$ cat config.mk
export PLATFORM = sky130hd
export DESIGN_NAME = vdp_top
export DESIGN_NICKNAME = d
export VERILOG_FILES = /design/src/verilog/vdp_pkg.sv /design/src/verilog/vdp_timing.sv /design/src/verilog/vdp_cpu_port.sv /design/src/verilog/vdp_registers.sv /design/src/verilog/vdp_interrupt.sv /design/src/verilog/vdp_vram_access.sv /design/src/verilog/vdp_top.sv
export SDC_FILE = /design/constraint.sdc
export NUM_CORES = 1
export LEC_CHECK = 0
export ABC_AREA = 1
export BUFFER_PORTS_ARGS = -buffer_cell sky130_fd_sc_hd__buf_2
export CAP_MARGIN = 20
export CORE_AREA = 2 2 78 155
export CTS_BUF_LIST = sky130_fd_sc_hd__clkbuf_8
export CTS_CLUSTER_SIZE = 25
export DETAILED_ROUTE_END_ITERATION = 6
export DIE_AREA = 0 0 80 157
export HOLD_SLACK_MARGIN = 0.03
export PLACE_DENSITY = 0.86
export SYNTH_ARGS = -nofsm -noshare
export SYNTH_HDL_FRONTEND = slang
export SYNTH_SLANG_ARGS = --single-unit
$ cat constraint.sdc
create_clock -name reset -period 2.4 [get_ports reset]
set_input_delay 0.12 -clock reset [delete_from_list [all_inputs] [get_ports reset]]
set_output_delay 0.12 -clock reset [all_outputs]
set_load 0.02 [all_outputs]
$ cat src/verilog/vdp_pkg.sv
// NTSC timing only; the register numbers cover the subset of V9958 registers this core keeps
`default_nettype none

package vdp_pkg;

  // ----------------------------------------
  // Raster timing
  // ----------------------------------------
  localparam int CLOCKS_PER_LINE = 1368;
  localparam int LINES_PER_FRAME = 262;
  localparam int ACTIVE_LINES    = 192;
  localparam int H_CNT_W         = $clog2(CLOCKS_PER_LINE);
  localparam int LINE_W          = 9;

  // ----------------------------------------
  // VRAM and register file
  // ----------------------------------------
  localparam int VRAM_ADDR_W = 17;
  localparam int REG_NUM_W   = 6;

  localparam logic [REG_NUM_W-1:0] R_MODE0      = 6'd0;
  localparam logic [REG_NUM_W-1:0] R_MODE1      = 6'd1;
  localparam logic [REG_NUM_W-1:0] R_VRAM_HI    = 6'd14;
  localparam logic [REG_NUM_W-1:0] R_STATUS_PTR = 6'd15;
  localparam logic [REG_NUM_W-1:0] R_INT_LINE   = 6'd19;

  // Interrupt enable bits in R0 and R1
  localparam int IE1_BIT = 4;
  localparam int IE0_BIT = 5;

  // Four clocks per dot, CPU owns the PH_1 slot
  typedef enum logic [1:0] {
    PH_0 = 2'd0,
    PH_1 = 2'd1,
    PH_2 = 2'd2,
    PH_3 = 2'd3
  } dot_phase_t;

  typedef enum logic [1:0] {
    CPU_IDLE,
    CPU_WAIT_VRAM,
    CPU_ACK
  } cpu_state_t;

  typedef enum logic [1:0] {
    VRAM_IDLE,
    VRAM_WRITE,
    VRAM_READ
  } vram_op_t;

  typedef enum logic [1:0] {
    PORT_DATA     = 2'd0,
    PORT_CTRL     = 2'd1,
    PORT_PALETTE  = 2'd2,
    PORT_INDIRECT = 2'd3
  } port_t;

endpackage

`default_nettype wire

$ cat src/verilog/vdp_timing.sv
// Fixed NTSC raster of 262 lines by 1368 clocks; no PAL, interlace or adjust support
`default_nettype none
`timescale 1ns/100ps

module vdp_timing
  import vdp_pkg::*;
(
  input  wire logic          reset,
  input  wire logic          clk21m,
  output dot_phase_t         phase,
  output logic [LINE_W-1:0]  line,
  output logic               line_start,
  output logic               vblank_start
);

  logic [H_CNT_W-1:0] hcnt;
  logic               last_clock;
  logic               last_line;

  assign last_clock = (hcnt == H_CNT_W'(CLOCKS_PER_LINE - 1));
  assign last_line  = (line == LINE_W'(LINES_PER_FRAME - 1));

  // ----------------------------------------
  // Clock and line counters
  // ----------------------------------------
  always_ff @(posedge reset or posedge clk21m) begin
    if (clk21m) begin
      hcnt <= '0;
      line <= '0;
    end else if (last_clock) begin
      hcnt <= '0;
      if (last_line) begin
        line <= '0;
      end else begin
        line <= line + 1'b1;
      end
    end else begin
      hcnt <= hcnt + 1'b1;
    end
  end

  // Line length is a multiple of four, so the phase never slips
  assign phase = dot_phase_t'(hcnt[1:0]);

  // First clock of every line
  assign line_start = (hcnt == '0);

  // First clock of the first blanking line
  assign vblank_start = line_start && (line == LINE_W'(ACTIVE_LINES));

endmodule

`default_nettype wire

$ cat src/verilog/vdp_cpu_port.sv
// One access at a time; req must not repeat before ack, modes 2 and 3 are acked and read as zero
`default_nettype none
`timescale 1ns/100ps

module vdp_cpu_port
  import vdp_pkg::*;
(
  input  wire logic                 reset,
  input  wire logic                 clk21m,
  input  wire logic                 req,
  input  wire logic                 wrt,
  input  wire logic [1:0]           mode,
  input  wire logic [7:0]           dbo,
  output logic                      ack,
  output logic [7:0]                dbi,
  output logic                      reg_wr,
  output logic [REG_NUM_W-1:0]      reg_num,
  output logic [7:0]                reg_data,
  output logic                      addr_set,
  output logic [7:0]                addr_lo,
  output logic [5:0]                addr_hi,
  output logic                      addr_rd,
  output logic                      data_wr,
  output logic [7:0]                wr_data,
  output logic                      data_rd,
  input  wire logic                 busy,
  input  wire logic [7:0]           rd_buf,
  input  wire logic [7:0]           status,
  output logic                      clr_vblank,
  output logic                      clr_line,
  input  wire logic [3:0]           status_ptr
);

  cpu_state_t state;
  port_t      port;
  logic       req_idle;
  logic       ctrl_wr2;
  logic       ctrl_rd;
  logic       ctrl_full;
  logic [7:0] ctrl_byte;
  logic       hold_wrt;
  logic [7:0] data_hold;

  assign port     = port_t'(mode);
  assign req_idle = req && (state == CPU_IDLE);
  assign ctrl_wr2 = req_idle && wrt && (port == PORT_CTRL) && ctrl_full;
  assign ctrl_rd  = req_idle && !wrt && (port == PORT_CTRL);

  // ----------------------------------------
  // Strobes to the other blocks
  // ----------------------------------------
  // Second control byte, bit 7 selects register write or address setup
  assign reg_wr   = ctrl_wr2 && dbo[7];
  assign reg_num  = dbo[REG_NUM_W-1:0];
  assign reg_data = ctrl_byte;
  assign addr_set = ctrl_wr2 && !dbo[7];
  assign addr_lo  = ctrl_byte;
  assign addr_hi  = dbo[5:0];
  assign addr_rd  = !dbo[6];

  assign clr_vblank = ctrl_rd && (status_ptr == 4'd0);
  assign clr_line   = ctrl_rd && (status_ptr == 4'd1);

  // Data port goes straight out when idle, else from the held request
  assign data_wr = !busy && ((req_idle && wrt && (port == PORT_DATA)) ||
                             ((state == CPU_WAIT_VRAM) && hold_wrt));
  assign data_rd = !busy && ((req_idle && !wrt && (port == PORT_DATA)) ||
                             ((state == CPU_WAIT_VRAM) && !hold_wrt));
  assign wr_data = (state == CPU_IDLE) ? dbo : data_hold;

  // ----------------------------------------
  // Access state machine
  // ----------------------------------------
  always_ff @(posedge reset or posedge clk21m) begin
    if (clk21m) begin
      state     <= CPU_IDLE;
      ack       <= 1'b0;
      dbi       <= '0;
      ctrl_full <= 1'b0;
      hold_wrt  <= 1'b0;
    end else begin
      ack <= 1'b0;
      case (state)
        CPU_IDLE: begin
          if (req) begin
            hold_wrt <= wrt;
            case (port)
              PORT_DATA: begin
                if (busy) begin
                  state <= CPU_WAIT_VRAM;
                end else if (wrt) begin
                  state <= CPU_ACK;
                end else begin
                  ack <= 1'b1;
                  dbi <= rd_buf;
                end
              end
              PORT_CTRL: begin
                ack <= 1'b1;
                if (wrt) begin
                  ctrl_full <= !ctrl_full;
                end else begin
                  ctrl_full <= 1'b0;
                  dbi       <= status;
                end
              end
              PORT_PALETTE, PORT_INDIRECT: begin
                ack <= 1'b1;
                dbi <= '0;
              end
              default: begin
                ack <= 1'b1;
              end
            endcase
          end
        end
        CPU_WAIT_VRAM: begin
          if (!busy) begin
            if (hold_wrt) begin
              state <= CPU_ACK;
            end else begin
              ack   <= 1'b1;
              dbi   <= rd_buf;
              state <= CPU_IDLE;
            end
          end
        end
        CPU_ACK: begin
          // Write has left the slot once busy drops
          if (!busy) begin
            ack   <= 1'b1;
            state <= CPU_IDLE;
          end
        end
        default: begin
          state <= CPU_IDLE;
        end
      endcase
    end
  end

  always_ff @(posedge reset) begin
    if (req_idle && wrt && (port == PORT_CTRL) && !ctrl_full) begin
      ctrl_byte <= dbo;
    end
    if (req_idle) begin
      data_hold <= dbo;
    end
  end

endmodule

`default_nettype wire

$ cat src/verilog/vdp_registers.sv
// Only R0, R1, R14, R15 and R19 are kept; writes to any other register number are dropped
`default_nettype none
`timescale 1ns/100ps

module vdp_registers
  import vdp_pkg::*;
(
  input  wire logic                 reset,
  input  wire logic                 clk21m,
  input  wire logic                 reg_wr,
  input  wire logic [REG_NUM_W-1:0] reg_num,
  input  wire logic [7:0]           reg_data,
  output logic                      ie0,
  output logic                      ie1,
  output logic [2:0]                vram_hi,
  output logic [3:0]                status_ptr,
  output logic [7:0]                int_line,
  input  wire logic                 vblank_flag,
  input  wire logic                 line_flag,
  output logic [7:0]                status
);

  // ----------------------------------------
  // Register writes
  // ----------------------------------------
  // R0 and R1 only hold their interrupt enables here
  always_ff @(posedge reset or posedge clk21m) begin
    if (clk21m) begin
      ie1        <= 1'b0;
      ie0        <= 1'b0;
      vram_hi    <= '0;
      status_ptr <= '0;
      int_line   <= '0;
    end else if (reg_wr) begin
      case (reg_num)
        R_MODE0:      ie1        <= reg_data[IE1_BIT];
        R_MODE1:      ie0        <= reg_data[IE0_BIT];
        R_VRAM_HI:    vram_hi    <= reg_data[2:0];
        R_STATUS_PTR: status_ptr <= reg_data[3:0];
        R_INT_LINE:   int_line   <= reg_data;
        default: begin
        end
      endcase
    end
  end

  // ----------------------------------------
  // Status readback
  // ----------------------------------------
  always_comb begin
    case (status_ptr)
      4'd0:    status = {vblank_flag, 7'b0};
      4'd1:    status = {7'b0, line_flag};
      default: status = '0;
    endcase
  end

endmodule

`default_nettype wire

$ cat src/verilog/vdp_interrupt.sv
// Level interrupt; int_n stays low until the CPU reads the matching status register
`default_nettype none
`timescale 1ns/100ps

module vdp_interrupt
  import vdp_pkg::*;
(
  input  wire logic              reset,
  input  wire logic              clk21m,
  input  wire logic              vblank_start,
  input  wire logic              line_start,
  input  wire logic [LINE_W-1:0] line,
  input  wire logic [7:0]        int_line,
  input  wire logic              ie0,
  input  wire logic              ie1,
  input  wire logic              clr_vblank,
  input  wire logic              clr_line,
  output logic                   vblank_flag,
  output logic                   line_flag,
  output logic                   int_n
);

  logic line_match;

  assign line_match = line_start && (line == {1'b0, int_line});

  // Status read clear has priority over a new event
  always_ff @(posedge reset or posedge clk21m) begin
    if (clk21m) begin
      vblank_flag <= 1'b0;
      line_flag   <= 1'b0;
    end else begin
      if (clr_vblank) begin
        vblank_flag <= 1'b0;
      end else if (vblank_start) begin
        vblank_flag <= 1'b1;
      end
      if (clr_line) begin
        line_flag <= 1'b0;
      end else if (line_match) begin
        line_flag <= 1'b1;
      end
    end
  end

  assign int_n = !((vblank_flag && ie0) || (line_flag && ie1));

endmodule

`default_nettype wire

$ cat src/verilog/vdp_vram_access.sv
// One CPU operation pending at a time; the VRAM must answer the registered address in one clock
`default_nettype none
`timescale 1ns/100ps

module vdp_vram_access
  import vdp_pkg::*;
(
  input  wire logic                   reset,
  input  wire logic                   clk21m,
  input  wire dot_phase_t             phase,
  input  wire logic                   addr_set,
  input  wire logic [7:0]             addr_lo,
  input  wire logic [5:0]             addr_hi,
  input  wire logic                   addr_rd,
  input  wire logic [2:0]             vram_hi,
  input  wire logic                   data_wr,
  input  wire logic [7:0]             wr_data,
  input  wire logic                   data_rd,
  output logic                        busy,
  output logic [7:0]                  rd_buf,
  output logic [VRAM_ADDR_W-1:0]      pramadr,
  output logic [7:0]                  pramdbo_8,
  output logic                        pramwe_n,
  input  wire logic [15:0]            pramdbi_16
);

  vram_op_t               pend_op;
  logic [VRAM_ADDR_W-1:0] addr;
  logic [7:0]             wr_latch;
  logic                   rd_inflight;
  logic                   launch;

  // Issued at the end of PH_0 so the bus cycle sits in PH_1
  assign launch = (phase == PH_0) && (pend_op != VRAM_IDLE);
  assign busy   = (pend_op != VRAM_IDLE) || rd_inflight;

  // ----------------------------------------
  // Address counter and pending operation
  // ----------------------------------------
  always_ff @(posedge reset or posedge clk21m) begin
    if (clk21m) begin
      pend_op     <= VRAM_IDLE;
      addr        <= '0;
      rd_inflight <= 1'b0;
      pramwe_n    <= 1'b1;
    end else begin
      rd_inflight <= launch && (pend_op == VRAM_READ);
      pramwe_n    <= !(launch && (pend_op == VRAM_WRITE));
      if (launch) begin
        pend_op <= VRAM_IDLE;
        addr    <= addr + 1'b1;
      end
      // A new address overrides any prefetch in progress
      if (addr_set) begin
        addr <= {vram_hi, addr_hi, addr_lo};
        if (addr_rd) begin
          pend_op <= VRAM_READ;
        end else begin
          pend_op <= VRAM_IDLE;
        end
      end else if (data_wr) begin
        pend_op <= VRAM_WRITE;
      end else if (data_rd) begin
        pend_op <= VRAM_READ;
      end
    end
  end

  // ----------------------------------------
  // VRAM bus and read-ahead buffer
  // ----------------------------------------
  always_ff @(posedge reset) begin
    if (data_wr) begin
      wr_latch <= wr_data;
    end
    if (launch) begin
      pramadr   <= addr;
      pramdbo_8 <= wr_latch;
    end
    // Address bit 0 picks the byte lane of the 16-bit word
    if (rd_inflight) begin
      rd_buf <= pramadr[0] ? pramdbi_16[15:8] : pramdbi_16[7:0];
    end
  end

endmodule

`default_nettype wire

$ cat src/verilog/vdp_top.sv
// CPU-facing VDP core only; no video output, the clock port is reset and the async reset clk21m
`default_nettype none
`timescale 1ns/100ps

module vdp_top
  import vdp_pkg::*;
(
  input  wire logic                   reset,
  input  wire logic                   clk21m,
  input  wire logic                   req,
  input  wire logic                   wrt,
  input  wire logic [1:0]             mode,
  input  wire logic [7:0]             dbo,
  output logic                        ack,
  output logic [7:0]                  dbi,
  output logic                        int_n,
  output logic [VRAM_ADDR_W-1:0]      pramadr,
  output logic [7:0]                  pramdbo_8,
  output logic                        pramwe_n,
  input  wire logic [15:0]            pramdbi_16
);

  // ----------------------------------------
  // Internal nets
  // ----------------------------------------
  dot_phase_t             phase;
  logic [LINE_W-1:0]      line;
  logic                   line_start;
  logic                   vblank_start;
  logic                   reg_wr;
  logic [REG_NUM_W-1:0]   reg_num;
  logic [7:0]             reg_data;
  logic                   addr_set;
  logic [7:0]             addr_lo;
  logic [5:0]             addr_hi;
  logic                   addr_rd;
  logic                   data_wr;
  logic [7:0]             wr_data;
  logic                   data_rd;
  logic                   busy;
  logic [7:0]             rd_buf;
  logic [7:0]             status;
  logic                   clr_vblank;
  logic                   clr_line;
  logic [3:0]             status_ptr;
  logic                   ie0;
  logic                   ie1;
  logic [2:0]             vram_hi;
  logic [7:0]             int_line;
  logic                   vblank_flag;
  logic                   line_flag;

  vdp_timing u_timing (
    .reset        (reset),
    .clk21m       (clk21m),
    .phase        (phase),
    .line         (line),
    .line_start   (line_start),
    .vblank_start (vblank_start)
  );

  vdp_cpu_port u_cpu_port (
    .reset      (reset),
    .clk21m     (clk21m),
    .req        (req),
    .wrt        (wrt),
    .mode       (mode),
    .dbo        (dbo),
    .ack        (ack),
    .dbi        (dbi),
    .reg_wr     (reg_wr),
    .reg_num    (reg_num),
    .reg_data   (reg_data),
    .addr_set   (addr_set),
    .addr_lo    (addr_lo),
    .addr_hi    (addr_hi),
    .addr_rd    (addr_rd),
    .data_wr    (data_wr),
    .wr_data    (wr_data),
    .data_rd    (data_rd),
    .busy       (busy),
    .rd_buf     (rd_buf),
    .status     (status),
    .clr_vblank (clr_vblank),
    .clr_line   (clr_line),
    .status_ptr (status_ptr)
  );

  vdp_registers u_registers (
    .reset       (reset),
    .clk21m      (clk21m),
    .reg_wr      (reg_wr),
    .reg_num     (reg_num),
    .reg_data    (reg_data),
    .ie0         (ie0),
    .ie1         (ie1),
    .vram_hi     (vram_hi),
    .status_ptr  (status_ptr),
    .int_line    (int_line),
    .vblank_flag (vblank_flag),
    .line_flag   (line_flag),
    .status      (status)
  );

  vdp_interrupt u_interrupt (
    .reset        (reset),
    .clk21m       (clk21m),
    .vblank_start (vblank_start),
    .line_start   (line_start),
    .line         (line),
    .int_line     (int_line),
    .ie0          (ie0),
    .ie1          (ie1),
    .clr_vblank   (clr_vblank),
    .clr_line     (clr_line),
    .vblank_flag  (vblank_flag),
    .line_flag    (line_flag),
    .int_n        (int_n)
  );

  vdp_vram_access u_vram_access (
    .reset      (reset),
    .clk21m     (clk21m),
    .phase      (phase),
    .addr_set   (addr_set),
    .addr_lo    (addr_lo),
    .addr_hi    (addr_hi),
    .addr_rd    (addr_rd),
    .vram_hi    (vram_hi),
    .data_wr    (data_wr),
    .wr_data    (wr_data),
    .data_rd    (data_rd),
    .busy       (busy),
    .rd_buf     (rd_buf),
    .pramadr    (pramadr),
    .pramdbo_8  (pramdbo_8),
    .pramwe_n   (pramwe_n),
    .pramdbi_16 (pramdbi_16)
  );

endmodule

`default_nettype wire

==> results by group <==
Yosys
  – Count leader, synth: nand2_1
  – Cell Area, Synth: 6150 sq um
  – Asr flop ratio synth: 0.562
  – Synth Flop Type: dfrtp_1
  – Area leader, netlist: dfrtp_1
  – Mapped Avg Cell Area: 8.92 sq um
  – Post-synth top cells: nand2_1 (203), inv_1 (94), dfrtp_1 (72)
  – Yosys top cell area share: 0.293
  – Distinct cell type count after synthesis: 33
  – Yosys warning count: 0
  – Number of flops mapped to enable cells by yosys: 57
  – Syn Inst Count: 690
  – Sequential share of the synthesized area: 0.575
  – Top cells by area, synth: dfrtp_1 (29%), edfxtp_1 (28%), nand2_1 (12%), inv_1 (5.7%), nand3_1 (4.6%)
  – FF+latch count, synth: 130
  – Syn Nets: 726

Timing
  – TNS Setup: 0 ps
  – Slew Limit Fails: 0
  – Period utilization: 0.807
  – F_max: 516 MHz
  – Slew headroom: 0.576
  – Fin crit period: 1940 ps
  – Final setup fails: 0
  – Clk_skew: 11.9 ps
  – Setup repair after global routing missed its margin: false
  – Worst Tran Pin Value: 634 ps
  – Final hold viol count: 0

Global routing
  – Global-route wire length before repair: 24800 um
  – Initial antenna violation count: 0
  – Vias in the first global route: 5130
  – Grt ovf: 0
  – Largest net degree at the start of global routing: 49
  – Total Routing Usage GR: 0.266

Pwr
  – P_sw: 2.31 mW
  – Leakage: 3.47 nW
  – Pint: 4.50 mW
  – Max VDD drop: 0.000871 V
  – Combinational group share of total power: 0.230
  – Final Power: 6.81 mW
  – PwrDens: 928 nW/um^2
  – Switching part of the total: 0.339
  – Clock network fraction of design power: 0.303
  – Share of power burned in registers: 0.467

Setup path
  – CP Buf/Inv Count: 1
  – CP arrival: 2290 ps
  – FF-to-FF End: u_cpu_port.dbi[1]
  – WS Path Type: reg2reg
  – CP Launch Type: flop
  – Flop2flop setup slack: 460 ps
  – R2R Path Start: u_vram_access.rd_inflight
  – Largest delay contributor family on the critical path: simple AND/OR/NAND/NOR gates
  – Critical-path cell list: inv_1 > nand2_1 > o21ai_0 > nand2_1 > nand2_2 > nand2_4 > nand2_1 > nand2_1
  – CP max stage cell: dfrtp_1
  – Worst reg2reg path depth: 8
  – Max incr delay on CP: 540 ps
  – Worst Path Max Fanout: 9
  – CP endpoint kind: flop
  – Crit-path most repeated cell: nand2_1
  – Worst EP required: 2750 ps

Drt
  – ANT nets after route: 0
  – Initial DRC count: 332
  – DR DRC count: 0
  – Routed vias: 5173
  – Drt pass-1 iters: 7
  – WL final: 15600 um
  – Drt wl/cell: 16.5 um
  – Via-to-Cell Ratio: 5.46

Status
  – Status: complete, no violations

Die
  – Num rows: 55
  – Full die area: 12600 sq um
  – Die height: 157 um
  – DIE WIDTH: 80 um
  – Core footprint: 11300 sq um
  – Initial Utilization: 0.545
  – I/O pins: 66

Clock tree
  – Worst skew pair latency: 460 ps
  – Clock Sinks: 130
  – Post-CTS Repair Setup Buffers: 0
  – H-tree depth: 4
  – Clock root buffer: clkbuf_8
  – Worst-path clk slew: 80 ps
  – CTS tree: done
  – Max Buffers Root-to-Sink: 2
  – CTS Buf Count: 17

Worst hold path
  – Min-Delay Path Class: in2reg
  – Hold EP: u_cpu_port.ctrl_full
  – Hold Crit Start: mode[1]
  – Hold path depth: 5

Place
  – DP Wirelength: 10500 um
  – IO Port Bufs: 65
  – Gp weighted congestion: 0.900

Layout
  – Fin nets: 828
  – N_diodes: 0
  – Area Overhead vs Synth: 19.3%
  – Share of post-route cells with drive strength above 1: 0.164

Flow run
  – Max-cap violation count: 0
## routing by layer
metal / part of all wire / up-vias / global-route usage
met2: 0.55 / 225 / 0.475
met5: 0 / - / 0
met3: 0.053 / 68 / 0.0631
met1: 0.33 / 2457 / 0.271
met4: 0.059 / 0 / 0.165
li1: - / 2423 / -
## power groups by stage
| stage | clock network, mW | logic (mW) | registers (mW) |
|---|---|---|---|
| floorplan | 0 | 0.734 | 3.39 |
| global placement | 0 | 1.39 | 3.20 |
| detailed placement | 0 | 1.44 | 3.19 |
| CTS | 2.06 | 1.53 | 3.16 |
| global route | 2.16 | 1.71 | 3.23 |
| finish | 2.06 | 1.57 | 3.18 |
## sequential cells by signal (all words and copies together), names as in the netlist, 2 cells and up
| register | flops |
|---|---|
| u_registers.int_line | 8 |
| u_vram_access.pramadr | 17 |
| u_cpu_port.state | 2 |
| u_vram_access.addr | 17 |
| u_timing.line | 9 |
| u_cpu_port.data_hold | 8 |
| u_vram_access.pend_op | 2 |
| u_timing.hcnt | 11 |
| u_registers.status_ptr | 4 |
| u_vram_access.pramdbo_8 | 8 |
| u_cpu_port.dbi | 8 |
| u_vram_access.wr_latch | 8 |
| u_vram_access.rd_buf | 8 |
| u_registers.vram_hi | 3 |
| u_cpu_port.addr_lo | 8 |
## stage by stage
| step | setup slack, ps | instances | hold WS, ps | util | area [sq um] |
|---|---|---|---|---|---|
| 4_1_cts | 567 | 947 | 80.1 | 0.650 | 7340 |
| 6_report | 463 | 947 | 94.7 | 0.650 | 7340 |
| 3_3_place_gp | 629 | 889 | 218 | 0.588 | 6640 |
| 3_5_place_dp | 572 | 889 | 218 | 0.588 | 6640 |
| 2_1_floorplan | 428 | 690 | 219 | - | 6150 |
| 5_1_grt | 312 | 947 | 110 | 0.650 | 7340 |
## layout make-up
cell class | count | area (sq um)
clock buffers | 17 | 234
clock inverters | 15 | 206
well taps | 142 | 178
fillers | 874 | 3950
flip-flops and latches | 130 | 3540
repair buffers | 96 | 636
multi-input cells | 452 | 2190
inverters | 95 | 357
## cells in the final DEF (no fill, tap or decap), types with 8 or more instances in the layout
cell type	instances
nand4_1	11
inv_1	93
buf_2	65
nand2_1	203
o21ai_0	37
dfrtp_1	72
xor2_1	10
clkbuf_8	17
edfxtp_1	57
dlygate4sd3_1	26
mux2_2	8
nor3_1	11
nor2_1	68
nand3_1	56
## what timing repair did
item,4_1_cts,5_1_grt
endpoints found under the hold margin,53,0
endpoints found under the setup margin,0,0
resized for setup,0,0
hold buffers,26,0
## worst min-delay path, stage by stage
cell and delay [ps]:
buf_2 100, nor2_1 70, nand2_1 100, nand2_1 50, o21ai_0 70
## cell families after synthesis
kind of cell               share of synthesized area
AOI/OAI and AO/OA                             0.0529
xor gates and xnor gates                      0.0199
adders and majority gates                     0.0122
buffers and inverters                         0.0689
DFF                                            0.575
muxes                                         0.0146
and+or+nand+nor                                0.256
## worst max path at each step
stage,startpoint,end,cells past startpoint
5_1_grt,u_vram_access.rd_inflight,u_cpu_port.dbi[5],8
3_3_place_gp,u_timing.hcnt[0],u_vram_access.addr[6],8
3_5_place_dp,u_timing.hcnt[0],u_vram_access.addr[6],8
2_1_floorplan,clk21m,u_cpu_port.ack,1
6_report,u_vram_access.rd_inflight,u_cpu_port.dbi[1],8
4_1_cts,u_timing.hcnt[0],u_vram_access.addr[6],8
(Power assumes the default switching activity.)
